[config.mk]
export PLATFORM = sky130hd
export DESIGN_NAME = thresh_top
export DESIGN_NICKNAME = d
export VERILOG_FILES = /design/src/pix_pkg.sv /design/src/rgb_to_ycrcb.sv /design/src/channel_select.sv /design/src/threshold_mask.sv /design/src/hex_to_seg.sv /design/src/seven_seg_ctrl.sv /design/src/thresh_top.sv
export VERILOG_INCLUDE_DIRS = /design/src
export SDC_FILE = /design/constraint.sdc
export NUM_CORES = 1
export LEC_CHECK = 0
export BUFFER_PORTS_ARGS = -buffer_cell sky130_fd_sc_hd__buf_2
export CAP_MARGIN = 20
export CORE_MARGIN = 5
export CORE_UTILIZATION = 50
export DETAILED_ROUTE_END_ITERATION = 8
export GPL_TIMING_DRIVEN = 0
export PLACE_DENSITY = 0.69
export SKIP_CTS_REPAIR_TIMING = 1
export SKIP_LAST_GASP = 1
export SLEW_MARGIN = 20
export SYNTH_ARGS = -nofsm -noshare
export SYNTH_HDL_FRONTEND = slang
export SYNTH_HIERARCHICAL = 1
export SYNTH_SLANG_ARGS = --single-unit
[constraint.sdc]
create_clock -name clk_in -period 3.4 [get_ports clk_in]
set_input_delay 0 -clock clk_in [delete_from_list [all_inputs] [get_ports clk_in]]
set_output_delay 0 -clock clk_in [all_outputs]
set_load 0.05 [all_outputs]
[src/pix_consts.svh]
`ifndef PIX_CONSTS_SVH
`define PIX_CONSTS_SVH

// luma coefficients and offset
`define Y_COEF_R      66
`define Y_COEF_G      129
`define Y_COEF_B      25
`define Y_OFFSET      16

// chroma coefficients, both share one offset
`define CR_COEF_R     112
`define CR_COEF_G     (-94)
`define CR_COEF_B     (-18)
`define CB_COEF_R     (-38)
`define CB_COEF_G     (-74)
`define CB_COEF_B     112
`define C_OFFSET      128

// rounding before the divide by 256
`define ROUND_CONST   128
`define ROUND_SHIFT   8

// channel codes, 3 and 7 select nothing
`define SEL_G         3'd0
`define SEL_R         3'd1
`define SEL_B         3'd2
`define SEL_Y         3'd4
`define SEL_CR        3'd5
`define SEL_CB        3'd6

`define SCAN_COUNT_DEFAULT 100000

`endif

[src/pix_pkg.sv]
package pix_pkg;

  // packed pixel, {red, green, blue}
  typedef logic [23:0] rgb_t;

  // one colour channel, also used for the lower and upper bounds
  typedef logic [7:0] chan_t;

  // channel code from the switches
  typedef logic [2:0] chan_sel_t;

  // seven segment pattern, bit 0 is segment a
  typedef logic [6:0] seg_t;

  // one-hot digit select, bit 0 is the rightmost digit
  typedef logic [7:0] digit_t;

  // single hex digit
  typedef logic [3:0] nibble_t;

  // display scan counter, wide enough for slow scan rates
  typedef logic [31:0] scan_state_t;

endpackage

[src/rgb_to_ycrcb.sv]
`timescale 1ns/10ps
`include "pix_consts.svh"

module rgb_to_ycrcb (
  input  logic           clk_in,
  input  logic           rst_in,
  input  pix_pkg::rgb_t  pix_in,
  input  logic           pix_valid,
  output pix_pkg::chan_t y_out,
  output pix_pkg::chan_t cr_out,
  output pix_pkg::chan_t cb_out,
  output pix_pkg::rgb_t  rgb_out,
  output logic           ycc_valid
);
  import pix_pkg::*;

  // coefficients in r, g, b order
  localparam logic signed [17:0] Y_K [3] = '{18'(`Y_COEF_R), 18'(`Y_COEF_G), 18'(`Y_COEF_B)};
  localparam logic signed [17:0] CR_K [3] = '{18'(`CR_COEF_R), 18'(`CR_COEF_G),
                                              18'(`CR_COEF_B)};
  localparam logic signed [17:0] CB_K [3] = '{18'(`CB_COEF_R), 18'(`CB_COEF_G),
                                              18'(`CB_COEF_B)};
  localparam logic signed [17:0] ROUND = 18'(`ROUND_CONST);
  localparam chan_t Y_OFF = 8'(`Y_OFFSET);
  localparam chan_t C_OFF = 8'(`C_OFFSET);

  logic signed [17:0] comp [3];     // zero-extended r, g, b
  logic signed [17:0] prod_y [3];
  logic signed [17:0] prod_cr [3];
  logic signed [17:0] prod_cb [3];
  logic signed [17:0] sum_y;
  logic signed [17:0] sum_cr;
  logic signed [17:0] sum_cb;
  logic [2:0]         valid_sr;
  rgb_t               rgb_sr [3];

  // divide by 256 then add the offset, result always fits in 8 bits
  function automatic chan_t scale_offset(input logic signed [17:0] sum, input chan_t offset);
    logic signed [17:0] shifted;
    shifted = sum >>> `ROUND_SHIFT;
    return shifted[7:0] + offset;
  endfunction

  assign comp[0] = {10'b0, pix_in[23:16]};
  assign comp[1] = {10'b0, pix_in[15:8]};
  assign comp[2] = {10'b0, pix_in[7:0]};

  // stage 1, nine products
  always_ff @(posedge clk_in) begin
    for (int i = 0; i < 3; i++) begin
      prod_y[i]  <= comp[i] * Y_K[i];
      prod_cr[i] <= comp[i] * CR_K[i];
      prod_cb[i] <= comp[i] * CB_K[i];
    end
  end

  // stage 2, sums with rounding
  always_ff @(posedge clk_in) begin
    sum_y  <= prod_y[0] + prod_y[1] + prod_y[2] + ROUND;
    sum_cr <= prod_cr[0] + prod_cr[1] + prod_cr[2] + ROUND;
    sum_cb <= prod_cb[0] + prod_cb[1] + prod_cb[2] + ROUND;
  end

  // stage 3
  always_ff @(posedge clk_in) begin
    y_out  <= scale_offset(sum_y, Y_OFF);
    cr_out <= scale_offset(sum_cr, C_OFF);
    cb_out <= scale_offset(sum_cb, C_OFF);
  end

  // rgb and valid ride alongside the math
  always_ff @(posedge clk_in) begin
    if (rst_in) begin
      valid_sr <= '0;
    end else begin
      valid_sr <= {valid_sr[1:0], pix_valid};
    end
    rgb_sr[0] <= pix_in;
    rgb_sr[1] <= rgb_sr[0];
    rgb_sr[2] <= rgb_sr[1];
  end

  assign ycc_valid = valid_sr[2];
  assign rgb_out   = rgb_sr[2];

endmodule

[src/channel_select.sv]
`timescale 1ns/10ps
`include "pix_consts.svh"

module channel_select (
  input  logic               clk_in,
  input  logic               rst_in,
  input  pix_pkg::chan_sel_t chan_sel_in,
  input  pix_pkg::chan_t     y_in,
  input  pix_pkg::chan_t     cr_in,
  input  pix_pkg::chan_t     cb_in,
  input  pix_pkg::rgb_t      rgb_in,
  input  logic               ycc_valid,
  output pix_pkg::chan_t     chan_out,
  output logic               chan_valid
);
  import pix_pkg::*;

  chan_t chan_next;

  always_comb begin
    case (chan_sel_in)
      `SEL_G:  chan_next = rgb_in[15:8];
      `SEL_R:  chan_next = rgb_in[23:16];
      `SEL_B:  chan_next = rgb_in[7:0];
      `SEL_Y:  chan_next = y_in;
      `SEL_CR: chan_next = cr_in;
      `SEL_CB: chan_next = cb_in;
      default: chan_next = '0;  // codes 3 and 7
    endcase
  end

  always_ff @(posedge clk_in) begin
    if (rst_in) begin
      chan_valid <= 1'b0;
    end else begin
      chan_valid <= ycc_valid;
    end
    if (ycc_valid) begin
      chan_out <= chan_next;  // holds between pixels
    end
  end

endmodule

[src/threshold_mask.sv]
`timescale 1ns/10ps

module threshold_mask (
  input  logic           clk_in,
  input  logic           rst_in,
  input  pix_pkg::chan_t chan_in,
  input  pix_pkg::chan_t lt_in,
  input  pix_pkg::chan_t ut_in,
  input  logic           chan_valid,
  output logic           mask_out,
  output logic           mask_valid,
  output pix_pkg::chan_t chan_out
);
  import pix_pkg::*;

  logic in_range;

  // lt > ut can never be met, so the mask stays low
  assign in_range = (chan_in >= lt_in) && (chan_in <= ut_in);

  always_ff @(posedge clk_in) begin
    if (rst_in) begin
      mask_valid <= 1'b0;
      mask_out   <= 1'b0;
    end else begin
      mask_valid <= chan_valid;
      if (chan_valid) begin
        mask_out <= in_range;
      end
    end
    if (chan_valid) begin
      chan_out <= chan_in;
    end
  end

endmodule

[src/hex_to_seg.sv]
`timescale 1ns/10ps

module hex_to_seg (
  input  pix_pkg::nibble_t nibble_in,
  output pix_pkg::seg_t    seg_out
);
  import pix_pkg::*;

  // active high, {g, f, e, d, c, b, a}
  always_comb begin
    case (nibble_in)
      4'h0: seg_out = 7'h3f;
      4'h1: seg_out = 7'h06;
      4'h2: seg_out = 7'h5b;
      4'h3: seg_out = 7'h4f;
      4'h4: seg_out = 7'h66;
      4'h5: seg_out = 7'h6d;
      4'h6: seg_out = 7'h7d;
      4'h7: seg_out = 7'h07;
      4'h8: seg_out = 7'h7f;
      4'h9: seg_out = 7'h6f;
      4'ha: seg_out = 7'h77;
      4'hb: seg_out = 7'h7c;  // lower case b
      4'hc: seg_out = 7'h39;
      4'hd: seg_out = 7'h5e;  // lower case d
      4'he: seg_out = 7'h79;
      default: seg_out = 7'h71;  // F
    endcase
  end

endmodule

[src/seven_seg_ctrl.sv]
`timescale 1ns/10ps
`include "pix_consts.svh"

module seven_seg_ctrl #(
  parameter int COUNT_TO = `SCAN_COUNT_DEFAULT
) (
  input  logic               clk_in,
  input  logic               rst_in,
  input  pix_pkg::chan_t     lt_in,
  input  pix_pkg::chan_t     ut_in,
  input  pix_pkg::chan_sel_t chan_sel_in,
  output pix_pkg::seg_t      cat_out,
  output pix_pkg::digit_t    an_out
);
  import pix_pkg::*;

  localparam scan_state_t SCAN_LAST = scan_state_t'(COUNT_TO);

  scan_state_t scan_cnt;
  digit_t      digit_sel;  // one-hot, active high
  nibble_t     routed;
  logic        blank;
  seg_t        seg_lit;

  // scan counter and digit rotation
  always_ff @(posedge clk_in) begin
    if (rst_in) begin
      scan_cnt  <= '0;
      digit_sel <= 8'b0000_0001;
    end else if (scan_cnt == SCAN_LAST) begin
      scan_cnt  <= '0;
      digit_sel <= {digit_sel[6:0], digit_sel[7]};
    end else begin
      scan_cnt <= scan_cnt + 1'b1;
    end
  end

  // pick the nibble for the lit digit
  always_comb begin
    routed = '0;
    blank  = 1'b0;
    case (digit_sel)
      8'b0000_0001: routed = {1'b0, chan_sel_in};
      8'b0000_1000: routed = lt_in[3:0];
      8'b0001_0000: routed = lt_in[7:4];
      8'b0100_0000: routed = ut_in[3:0];
      8'b1000_0000: routed = ut_in[7:4];
      default:      blank = 1'b1;  // digits 1, 2 and 5
    endcase
  end

  hex_to_seg u_hex_to_seg (
    .nibble_in (routed),
    .seg_out   (seg_lit)
  );

  // board drives cathodes and anodes low
  assign cat_out = blank ? 7'h7f : ~seg_lit;
  assign an_out  = ~digit_sel;

endmodule

[src/thresh_top.sv]
`timescale 1ns/10ps
`include "pix_consts.svh"

module thresh_top #(
  parameter int COUNT_TO = `SCAN_COUNT_DEFAULT
) (
  input  logic               clk_in,
  input  logic               rst_in,
  input  pix_pkg::rgb_t      pix_in,
  input  logic               pix_valid,
  input  pix_pkg::chan_sel_t chan_sel_in,
  input  pix_pkg::chan_t     lt_in,
  input  pix_pkg::chan_t     ut_in,
  output logic               mask_out,
  output logic               mask_valid,
  output pix_pkg::chan_t     chan_out,
  output pix_pkg::seg_t      cat_out,
  output pix_pkg::digit_t    an_out
);
  import pix_pkg::*;

  chan_t y;
  chan_t cr;
  chan_t cb;
  rgb_t  rgb_d;       // rgb delayed to line up with y/cr/cb
  logic  ycc_valid;
  chan_t chan;
  logic  chan_valid;

  rgb_to_ycrcb u_rgb_to_ycrcb (
    .clk_in    (clk_in),
    .rst_in    (rst_in),
    .pix_in    (pix_in),
    .pix_valid (pix_valid),
    .y_out     (y),
    .cr_out    (cr),
    .cb_out    (cb),
    .rgb_out   (rgb_d),
    .ycc_valid (ycc_valid)
  );

  channel_select u_channel_select (
    .clk_in      (clk_in),
    .rst_in      (rst_in),
    .chan_sel_in (chan_sel_in),
    .y_in        (y),
    .cr_in       (cr),
    .cb_in       (cb),
    .rgb_in      (rgb_d),
    .ycc_valid   (ycc_valid),
    .chan_out    (chan),
    .chan_valid  (chan_valid)
  );

  threshold_mask u_threshold_mask (
    .clk_in     (clk_in),
    .rst_in     (rst_in),
    .chan_in    (chan),
    .lt_in      (lt_in),
    .ut_in      (ut_in),
    .chan_valid (chan_valid),
    .mask_out   (mask_out),
    .mask_valid (mask_valid),
    .chan_out   (chan_out)
  );

  // display runs on its own, straight from the switches
  seven_seg_ctrl #(
    .COUNT_TO (COUNT_TO)
  ) u_seven_seg_ctrl (
    .clk_in      (clk_in),
    .rst_in      (rst_in),
    .lt_in       (lt_in),
    .ut_in       (ut_in),
    .chan_sel_in (chan_sel_in),
    .cat_out     (cat_out),
    .an_out      (an_out)
  );

endmodule

Word level (Yosys, flattened, before mapping)
Memory sizes are Yosys's and may differ from the RTL's.
Cells that the tools add are included.
{"block": "word_totals", "mem_count": 5, "in_bits": 46, "word_cells": 63, "ram_bits": 222, "mem_bits_ro": 112, "out_inout_bits": 25, "ff_bits": 134}
{"block": "op_classes", "multipliers": 9, "mux": 3, "add_sub_neg": 13, "n_bitwise": 2, "n_eq_ne": 11, "n_reduce_logical": 4, "n_lt_le_gt_ge": 2}
{"name": "(no name shown)", "words": 16, "width": 7, "read_ports": 1, "rd_clocked_by_memory_dff": 0, "wr": 0, "line": "hex_to_seg.sv:11", "text": "case (nibble_in)"}
{"name": "u_rgb_to_ycrcb.rgb_sr", "words": 3, "width": 24, "read_ports": 3, "rd_clocked_by_memory_dff": 0, "wr": 3, "line": "rgb_to_ycrcb.sv:35", "text": "rgb_t rgb_sr [3];"}
{"name": "u_rgb_to_ycrcb.prod_cb", "words": 3, "width": 17, "read_ports": 3, "rd_clocked_by_memory_dff": 0, "wr": 3, "line": "rgb_to_ycrcb.sv:30", "text": "logic signed [17:0] prod_cb [3];"}
{"name": "u_rgb_to_ycrcb.prod_cr", "words": 3, "width": 17, "read_ports": 3, "rd_clocked_by_memory_dff": 0, "wr": 3, "line": "rgb_to_ycrcb.sv:29", "text": "logic signed [17:0] prod_cr [3];"}
{"name": "u_rgb_to_ycrcb.prod_y", "words": 3, "width": 16, "read_ports": 3, "rd_clocked_by_memory_dff": 0, "wr": 3, "line": "rgb_to_ycrcb.sv:28", "text": "logic signed [17:0] prod_y [3];"}
{"operator": "$add 16x16->16", "count": 6}
{"operator": "$add 16x9->16 const B", "count": 3}
{"operator": "$pmux 8 s6", "count": 1}
{"operator": "$add 32x1->32 const B", "count": 1}
{"operator": "$eq 32x17->1 const B", "count": 1}
{"operator": "$mul 9x7->16 const B", "count": 2}
{"operator": "$mul 8x3->11 const B", "count": 2}
{"operator": "$pmux 4 s5", "count": 1}
{"operator": "$add 8x8->8 const B", "count": 2}
{"operator": "$mul 8x8->16 const B", "count": 1}
{"operator": "$mul 9x6->15 const B", "count": 1}
{"operator": "$mul 8x6->14 const B", "count": 1}
{"operator": "$mul 9x5->14 const B", "count": 1}
{"operator": "$mul 8x5->13 const B", "count": 1}
{"operator": "$eq 3x3->1 const B", "count": 3}
{"operator": "$add 8x5->8 const B", "count": 1}
{"operator": "$eq 8x1->1 const B", "count": 1}
{"operator": "$eq 8x4->1 const B", "count": 1}
{"operator": "$eq 8x5->1 const B", "count": 1}
{"operator": "$eq 8x7->1 const B", "count": 1}
{"operator": "$eq 8x8->1 const B", "count": 1}
{"operator": "$ge 8x8->1", "count": 1}
{"operator": "$le 8x8->1", "count": 1}
{"operator": "$not 8->8", "count": 1}
{"operator": "8 further kinds", "count": 8}

Longest topological paths before layout
Gate-level depths: netlist of run 1.
An unclocked memory read counts as a cell.
{"block": "depth", "ltp_word": 5, "ltp_mapped": 18}

By module
The synthesis of run 1 kept the hierarchy.
{"module": "rgb_to_ycrcb", "instances": 1, "cells_per_inst": 1101, "area_each_um2": 12663.4}
{"module": "seven_seg_ctrl", "instances": 1, "cells_per_inst": 288, "area_each_um2": 2253.4}
{"module": "channel_select", "instances": 1, "cells_per_inst": 66, "area_each_um2": 709.4}
{"module": "threshold_mask", "instances": 1, "cells_per_inst": 68, "area_each_um2": 703.2}
{"module": "hex_to_seg", "instances": 1, "cells_per_inst": 33, "area_each_um2": 294.0}

Worst setup path before layout of run 1
No wires, ideal clock.
{"block": "synth_timing", "path_kind": "input to register", "startpoint": "in pix_in[12]", "endpoint": "mem u_rgb_to_ycrcb/prod_cb[0][30] in the netlist's numbering", "slack_ns": -0.104, "t_required_ns": 3.338, "path_buffers": 0, "arrival_time_ns": 3.442, "cell_stages": 15, "path_cell_list": "inv_1 > ha_1 > inv_1 > fa_1 > fa_1 > inv_1 > fa_1 > inv_1 > ha_1 > inv_1 > o21bai_1 > a21oi_1 > o21ai_0 > or4b_1 > nand3_1"}
{"element": "start, declared", "line": "thresh_top.sv:9", "text": "input pix_pkg::rgb_t pix_in,"}
{"element": "end, declared", "line": "rgb_to_ycrcb.sv:30"}

Worst setup path after layout of run 1
{"block": "layout_timing", "startpoint": "reg u_seven_seg_ctrl.digit_sel[5]", "endpoint": "out cat_out[3]"}
{"block": "layout_between", "elab_chain_cells": 5}
{"element": "start, declared", "line": "seven_seg_ctrl.sv:20", "text": "digit_t digit_sel;"}
{"element": "start signal, assigned", "line": "seven_seg_ctrl.sv:32", "text": "digit_sel <= {digit_sel[6:0], digit_sel[7]};"}
{"element": "$eq 8x8->1, or another cell as far along", "line": "seven_seg_ctrl.sv:42", "text": "case (digit_sel)"}
{"element": "$pmux 4 s5 *", "line": "seven_seg_ctrl.sv:42"}
{"element": "named net u_seven_seg_ctrl.routed[1]", "line": "seven_seg_ctrl.sv:21", "text": "nibble_t routed;"}
{"element": "$mem_v2 16x7 *"}
{"element": "named net u_seven_seg_ctrl.seg_lit[3]", "line": "seven_seg_ctrl.sv:23", "text": "seg_t seg_lit;"}
{"element": "$not 7->7 *", "line": "seven_seg_ctrl.sv:58", "text": "assign cat_out = blank ? 7'h7f : ~seg_lit;"}
{"element": "$mux 7 *", "line": "seven_seg_ctrl.sv:58"}
{"element": "end, declared", "line": "thresh_top.sv:17", "text": "output pix_pkg::seg_t cat_out,"}
Mark *: on every way through the listed nets, which the timed path passes. The rest lies on a longest branch.

==> results of run 1 <==
-- layout by cell type, fill, tap and decap left out, types with 8 or more instances in the layout --
cell type | synthesis | layout
a21o_1 | 19 | 19
a21oi_1 | 83 | 81
a31oi_1 | 9 | 8
and3_1 | 12 | 11
buf_2 | 3 | 65
buf_4 | 26 | 32
clkbuf_1 | 10 | 9
clkbuf_16 | 0 | 30
dfxtp_1 | 264 | 261
dlygate4sd3_1 | 0 | 29
edfxtp_1 | 16 | 16
fa_1 | 96 | 96
ha_1 | 296 | 293
inv_1 | 192 | 192
mux2i_1 | 20 | 20
nand2_1 | 51 | 49
nand3_1 | 31 | 31
nand4_1 | 14 | 14
nor2_1 | 54 | 53
nor2b_1 | 22 | 22
nor3_1 | 23 | 22
o21a_1 | 10 | 10
o21ai_0 | 49 | 47
o21bai_1 | 10 | 10
o31ai_1 | 11 | 10
or3_1 | 11 | 11
or4_1 | 16 | 16
xnor2_1 | 61 | 61
xor2_1 | 31 | 31
-- routing by layer --
| metal | vias to the layer above | wire length [um] | GRT usage (%) |
|---|---|---|---|
| met5 | - | 7 | 0 |
| met4 | 2 | 455 | 3.92 |
| met3 | 34 | 1400 | 2.19 |
| met2 | 190 | 17200 | 32.9 |
| met1 | 5323 | 15500 | 24.6 |
| li1 | 5624 | - | - |
-- final cells by class --
class / instances / area [um^2] / share of cell area, %
Multi-Input combinational cell: 1040 / 9970 / 52.3
Sequential cell: 280 / 5770 / 30.2
Clock buffer: 33 / 772 / 4.05
Inverter: 192 / 721 / 3.78
Timing Repair Buffer: 103 / 704 / 3.69
Tap cell: 442 / 553 / 2.90
Clock inverter: 19 / 302 / 1.58
Buffer: 43 / 289 / 1.51
-- registers in the layout, indices dropped and copies added (netlist names), 32 cells and up --
signal and flops:
u_rgb_to_ycrcb/prod_cb 37, u_rgb_to_ycrcb/prod_cr 33, u_rgb_to_ycrcb/prod_y 43, u_rgb_to_ycrcb/rgb_sr 57, u_seven_seg_ctrl/scan_cnt 32
-- power breakdown --
group | internal [mW] | leakage [nW] | switching (mW)
clock network | 2.17 | 0.521 | 1.30
registers | 4.21 | 2.34 | 0.401
logic | 3.36 | 6.10 | 4.07
-- how the worst max path moves through the flow --
stage	slack [ns]	to	cells past startpoint	startpoint
finish	0.11	cat_out[3]	12	u_seven_seg_ctrl/digit_sel[5]
floorplan	-0.009	u_rgb_to_ycrcb/prod_cb[0][30]	16	pix_in[10]
global placement	-0.68	u_rgb_to_ycrcb/prod_cb[0][30]	16	pix_in[12]
CTS	-0.72	cat_out[3]	11	u_seven_seg_ctrl/digit_sel[6]
global route	-0.06	cat_out[3]	12	u_seven_seg_ctrl/digit_sel[1]
detailed placement	-0.69	u_rgb_to_ycrcb/prod_cb[0][30]	16	pix_in[12]
-- cells by family after synthesis --
| family | synth area share, % |
|---|---|
| multiplexers | 1.79 |
| adder cells (fa/ha/maj) | 33.8 |
| AND/OR/NAND/NOR | 9.03 |
| AO/OA/AOI/OAI | 9.72 |
| buffers and inverters | 6.08 |
| flip-flops | 34.7 |
| XOR/XNOR | 4.85 |
-- critical path, delay by kind of cell, from the launching register on --
kind	cells	cell delay, ns
and+or+nand+nor	5	0.76
muxes	1	0.53
buffers and inverters	3	0.47
DFF	1	0.37
AOI/OAI and AO/OA	2	0.30
adders and majority gates	1	0.30
==> results by stage, run 1 <==
Floorplanning:
- For this configuration, the core starts out at a cell density of 50.8%.
- The die covers 37000 um^2.
- In this run the standard cell core region covers 32700 um^2.
- The I/O pin total is 71.
- The initialized floorplan defines 66 standard-cell rows.
- Measured along the y axis, the die boundary spans 192 um.
- From left edge to right edge, the die measures 192 um.

Finish:
- The layout overhead on the synthesized area is 14.8%.
- The count of inserted antenna diode cells is 0.
- The net count of the finished layout is 2127.
- The final standard cell area without fillers is 19100 um^2.
- The fraction of final layout cells with drive strength greater than 1 is 11.6%.
- Leaving out filler cells and counting taps, the final layout contains 2152.
- The number of fill cells in the layout is 2817.
- The final standard cell utilization of the core is 58.4%.

Routing:
- The wire length reported by the detailed router is 34.6 mm.
- The total via count in the routed design is 11173.
- The first TritonRoute pass finished after 5 iterations.
- The detail route stage leaves a number of antenna-violating nets equal to 0.
- Dividing the detail-routed via count by the number of cells gives 5.19.
- The number of design rule violations left after detail routing is 0.
- After the first detailed-routing iteration, the DRC count stood at 431.
- The mean routed wirelength per cell is 16.1 um.

Global routing:
- The first global-routing pass estimated 55.3 mm of wire.
- The largest net degree at the start of global routing is 16.
- The initial antenna violation count is 1.
- The via count of the first global-routing pass is 11087.
- The overflow left after global routing is 0.
- The overall routing resource usage is 18.6%.

Yosys:
- The gate count after technology mapping is 1556.
- In the synthesized netlist the async set-or-reset flop fraction comes to 0%.
- The number of nets in the synthesized netlist is 1994.
- For this run, the leading register cell type out of synthesis is dfxtp_1.
- Summing every instance area after synthesis gives 16600 um^2.
- Yosys mapped a number of flops with a built-in enable equal to 16.
- In the post-synthesis netlist, the cell with the most instances is ha_1.
- After synthesis, the cell types taking the most area are dfxtp_1 32%, ha_1 22%, fa_1 12%.
- Summing the sequential cell areas from Yosys gives 34.7% of the chip area.
- The dominant cell type by area after synthesis is dfxtp_1.
- After synthesis, the most frequently instantiated cells are 296 x ha_1, 264 x dfxtp_1, 192 x inv_1, 96 x fa_1, 83 x a21oi_1.
- The top-area cell type share of the netlist area is 31.8%.
- After synthesis, the netlist uses 73 different library cells.
- The total number of yosys warnings is 6.
- Each instance of the synthesized netlist takes up on average 10.7 um^2.
- The number of register bits inferred by synthesis is 280.

Setup path:
- The critical path capture point type is a primary output.
- The worst register-to-register path begins at u_rgb_to_ycrcb/prod_y[0][0].
- The reg-to-reg endpoint is u_rgb_to_ycrcb/sum_cr[15].
- The data arrival time at the worst-slack endpoint is 3.29 ns.
- For flop-to-flop paths, the worst setup slack is 0.28 ns.
- The maximum fanout count along the critical path is 7.
- The signal on the critical path passes through nor4_4 > buf_4 > and4_4 > a22oi_1 > nand2_2 > inv_1 > ha_1 > mux4_1 > nand2_1 > nor3_1 > a31oi_2 > buf_6.
- The worst register-to-register path has a depth of 10.
- The cell type of the slowest stage on the worst timing path is mux4_1.
- The path type of the worst setup path is register to primary output.
- The worst setup path is launched from a register.
- STA puts the critical path data required time at 3.40 ns.
- The longest individual stage delay on the worst path is 0.53 ns.

Min path:
- Along the worst hold path, the cell count comes to 3.
- The startpoint identified for the worst hold timing path is pix_in[20].
- The sink of the worst hold path is u_rgb_to_ycrcb/prod_y[0][9].
- The path class of the tightest hold or removal check is input port to register.

Clock tree:
- The H-tree depth reported by CTS is 1.
- The total CTS buffers is 29.
- TritonCTS built the clock tree.
- Clock-pin slew was measured on the worst setup and hold paths at 0.06 ns.
- Clock tree synthesis found a total of 280 sinks.
- The clock passes through at most 3 buffers.
- The clock insertion delay at the later pin of the skew report is 0.55 ns.
- In this run the clock root is driven by a clkbuf_16.

Placement:
- The estimated wirelength of the detail-placed design is 27.1 mm.
- Including well taps, the total number of placed cells is 2068.
- The worst setup timing slack at the placement stage is -0.693 ns.
- In this run the tool buffered the top-level ports with 70 buffer cells.
- The congestion estimate from routability-driven global placement came to 0.897.
- The instance area after placement is 17600 um^2.

Run status:
- The flow ran to the end, and the final reports show no timing, DRC or antenna violations.

STA:
- The maximum frequency from static timing analysis is 304 MHz.
- After layout, the worst path uses 96.8% of the clock period.
- The number of pins with negative max-slew slack in the final report is 0.
- Once routing completed, OpenROAD measured the worst setup slack at 0.109 ns.
- The worst path in the final design needs a cycle of 3.29 ns, including I/O delays and setup.
- The final-layout setup total negative slack is 0 ns.
- The actual slew at the worst max-slew pin is 0.756 ns.
- Clock skew on the completed layout was measured at 0.00836 ns.
- The final count of hold timing violations was 0.
- The worst-case hold slack is 0.00183 ns.
- Setup repair after global routing could not meet its margin everywhere.
- The count of final setup violators is 0.
- The relative slew slack is 49.3%.

Power and ir drop:
- The worst-case IR drop observed on VDD is 0.000588 V.
- The design draws 15.5 mW.
- The leakage dissipation is 8.96 nW.
- In this run the power density over the cells is 812 nW/um^2.

Run:
- Max-cap violations in this run came to 0.
Note: power is estimated with default switching activity, not from simulation.
==> run 2, diff against run 1 <==
--- a/config.mk
+++ b/config.mk
@@ -6,13 +6,13 @@
 export SDC_FILE = /design/constraint.sdc
 export NUM_CORES = 1
 export LEC_CHECK = 0
-export BUFFER_PORTS_ARGS = -buffer_cell sky130_fd_sc_hd__buf_2
+export BUFFER_PORTS_ARGS = -buffer_cell sky130_fd_sc_hd__clkbuf_2
 export CAP_MARGIN = 20
 export CORE_MARGIN = 5
-export CORE_UTILIZATION = 50
+export CORE_UTILIZATION = 55
 export DETAILED_ROUTE_END_ITERATION = 8
 export GPL_TIMING_DRIVEN = 0
-export PLACE_DENSITY = 0.69
+export PLACE_DENSITY = 0.75
 export SKIP_CTS_REPAIR_TIMING = 1
 export SKIP_LAST_GASP = 1
 export SLEW_MARGIN = 20
==> results by stage, run 2 (synthesis gave the netlist of run 1 again) <==
Run status:
- The flow ran to the end, and the final reports show no timing, DRC or antenna violations.

Clock tree:
- The total CTS buffers is 28 (-3.4%).
- The H-tree depth reported by CTS came to 1 (unchanged).
- The buffer type at the clock tree root is clkbuf_16.
- The clock tree buffer depth is 3 (unchanged).
- The clock-pin slew of the registers on the worst-case setup and hold paths was 0.07 ns (about the same).
- The clock sink count is 280 (unchanged).
- TritonCTS built the clock tree.
- The clock insertion delay at the later pin of the skew report is 0.54 ns (about the same).

Placement:
- The global placement routability congestion is 0.906 (+0.96%).
- The estimated wirelength of the detail-placed design came to 27.0 mm (-0.37%).
- The instance area after placement is 17500 um^2 (-0.37%).
- The count of port buffers added during placement is 70 (unchanged).

Finish:
- Compared with the post-synthesis result, the final layout area differs by 13.5%.
- Counting flops per register, the top entry is u_rgb_to_ycrcb/rgb_sr.
- The number of fill cells in the layout is 2359 (-16%).
- The register area is 5770 um^2 (about the same).
- The area of combinational cells with multiple inputs was 9980 um^2 (about the same).
- The number of flip-flops under the largest register name came to 57 (unchanged).
- The fraction of final layout cells with drive strength greater than 1 is 12.0% (+0.39 points).
- Leaving out fill and tap cells, the most frequent cell in the layout is ha_1.
- The final standard cell area without fillers is 18900 um^2 (-1.1%).
- The library cells used most frequently in the layout, excluding fill and tap cells, are 293 x ha_1, 259 x dfxtp_1, 190 x inv_1, 96 x fa_1, 78 x a21oi_1.
- In the final layout, the registers with the most flip-flops are u_rgb_to_ycrcb/rgb_sr: 57 flops, u_rgb_to_ycrcb/prod_y: 43 flops, u_rgb_to_ycrcb/prod_cb: 37 flops.
- The number of nets in the layout is 2130 (+0.14%).

Setup path:
- The endpoint identified for the worst register-to-register timing path is u_rgb_to_ycrcb/sum_cr[15].
- The critical path starts at u_rgb_to_ycrcb/prod_cr[0][1].
- The critical path capture point type is a register.
- Traced cell by cell, the critical path runs through fa_1 > ha_1 > ha_1 > nand3_1 > or3_1 > and3_1 > nor3_1 > o21a_1 > a311o_1 > xnor2_1.
- The path type of the worst setup path is register to register.
- The register-to-register path setup slack is 0.11 ns (-0.17 ns).
- The longest individual stage delay on the worst path was 0.47 ns (-0.06 ns).
- The cell type with the highest occurrence count on the critical path is ha_1.
- The endpoint required time on the critical path is 3.80 ns (+0.40 ns).
- The cell type of the slowest stage on the worst timing path is fa_1.
- The worst-case reg-to-reg path depth was 10 (unchanged).
- The worst register-to-register path begins at u_rgb_to_ycrcb/prod_cr[0][1].
- The capture point of the worst path is u_rgb_to_ycrcb/sum_cr[15].
- The critical path launch point type is a register.
- The maximum fanout count along the critical path is 5 (-2).
- The data arrival time at the worst-slack endpoint is 3.69 ns (+0.40 ns).

Routing:
- The mean routed wirelength per cell came to 17.2 um (+7.0%).
- The number of design rule violations left after detail routing is 0 (unchanged).
- The violation count after the first detailed-routing iteration came to 543 (+26%).
- The first-pass iteration count of the detailed router came to 4 (-1).
- The remaining antenna violation count after routing is 0 (unchanged).
- The vias per cell is 5.40 (+4.1%).
- The total via count in the routed design is 11368 (+1.7%).
- The wire length reported by the detailed router is 36.2 mm (+4.6%).

Power and ir drop:
- The worst IR drop on VDD is 0.000739 V (+26%).
- The leakage dissipation was 8.91 nW (-0.54%).
- The total power draw is 15.3 mW (-1.3%).
- The power density of the placed cells is 811 nW/um^2 (-0.17%).

Global routing:
- The largest net degree at the start of global routing came to 16 (unchanged).
- The first-pass GRT wire length was 55.9 mm (+1.1%).
- The fraction of met1 tracks used by global routing came to 26.2% (+1.6 points).
- The layer with the highest usage after global routing is met2.
- The overflow left after global routing was 0 (unchanged).
- The overall routing resource usage is 20.5% (+1.9 points).
- The via count of the first global-routing pass came to 11414 (+2.9%).
- The met3 track demand over resource is 2.91% (+0.72 points).
- The initial antenna violation count is 4 (+3).
- The met2 track utilization from global routing is 34.7% (+1.8 points).

STA:
- The minimum period implied by the final worst setup slack is 3.29 ns (+0.00215 ns).
- The number of pins with negative max-slew slack in the final report was 0 (unchanged).
- The relative slew slack is 48.0% (-1.2 points).
- The worst-case hold slack is 0.0225 ns (+0.0207 ns).
- The part of the cycle the worst path needs is 96.8% (about the same).
- The maximum frequency from static timing analysis is 304 MHz (about the same).
- The final count of hold timing violations is 0 (unchanged).
- The setup skew after layout is 0.0286 ns (+0.0203 ns).
- Setup repair after global routing could not meet its margin everywhere.
- The actual slew at the worst max-slew pin is 0.775 ns (+0.0186 ns).
- The count of final setup violators is 0 (unchanged).

Floorplanning:
- The area of the die is 33800 um^2 (-8.6%).
- The area of the core is 29700 um^2 (-9.1%).
- The number of cell rows is 63 (-4.5%).
- The height of the chip is 184 um (-4.4%).
- The die extent in x is 184 um (-4.4%).
- The initial core utilization is 55.9% (+5.1 points).
- The I/O pin total is 71 (unchanged).

Min path:
- The worst hold-check path type is input port to register.

Run:
- The number of maximum-capacitance constraint violations is 0 (unchanged).
[run 2: cell count changes in the layout (fill, tap and decap cells not counted), moves of 3 or more]
| cell | change |
|---|---|
| clkinv_2 | +7 |
| clkbuf_4 | +3 |
| buf_2 | -59 |
| clkbuf_2 | +57 |
| a21oi_2 | +3 |
| bufinv_16 | -6 |
| a21oi_1 | -3 |
[run 2: worst max-delay path, delay by kind of cell (launching register included)]
kind	cells	cell delay (ns)
flip-flops	1	0.32
AND/OR/NAND/NOR	4	0.98
AO/OA/AOI/OAI	2	0.51
XOR/XNOR	1	0.24
adder cells (fa/ha/maj)	3	1.09
[run 2: power by group]
group	total [mW]	switching, mW	internal [mW]
clock network	2.90	1.28	1.62
logic	7.80	4.41	3.39
registers	4.60	0.391	4.21
total	15.3	6.08	9.22
[run 2: metrics by stage]
step | util, % | setup slack (ns) | std cells | TNS, ns
after global placement | 58.9 | -0.666 | 2016 | -3.95
after global routing | 63.5 | -0.0498 | 2103 | -0.0526
final | 63.5 | 0.107 | 2104 | 0
after detailed placement | 58.9 | -0.777 | 2016 | -4.85
after CTS | 61.8 | -0.751 | 2067 | -4.15
after floorplan | - | -0.00891 | 1556 | -0.00891
[run 2: worst min-delay path by stage]
stage,startpoint,slack [ns],end,cells past startpoint
floorplan,pix_in[16],0.03,u_rgb_to_ycrcb/prod_y[0][0],0
global placement,pix_valid,0.22,u_rgb_to_ycrcb/valid_sr[0],2
CTS,pix_valid,-0.34,u_rgb_to_ycrcb/valid_sr[0],2
global route,pix_in[4],0.02,u_rgb_to_ycrcb/prod_y[0][34],3
finish,pix_in[17],0.02,u_rgb_to_ycrcb/prod_y[0][6],3
detailed placement,pix_valid,0.23,u_rgb_to_ycrcb/valid_sr[0],2
[run 2: layer usage]
layer  share of wire (%)  wire [um]
met2                  48      17300
met3                 4.2       1530
met1                  43      15700
met4                 4.6       1670
met5               0.075         27
[run 2: cell type report]
type                    instances  area share, %
diodes                          1         0.0133
plain buffers                  43           1.53
clock buffers                  32           3.85
clock inverters                19          0.776
inverters                     192           3.84
multi-input cells            1040           52.9
flip-flops and latches        280           30.6
well taps                     390           2.59
repair buffers                107           3.93
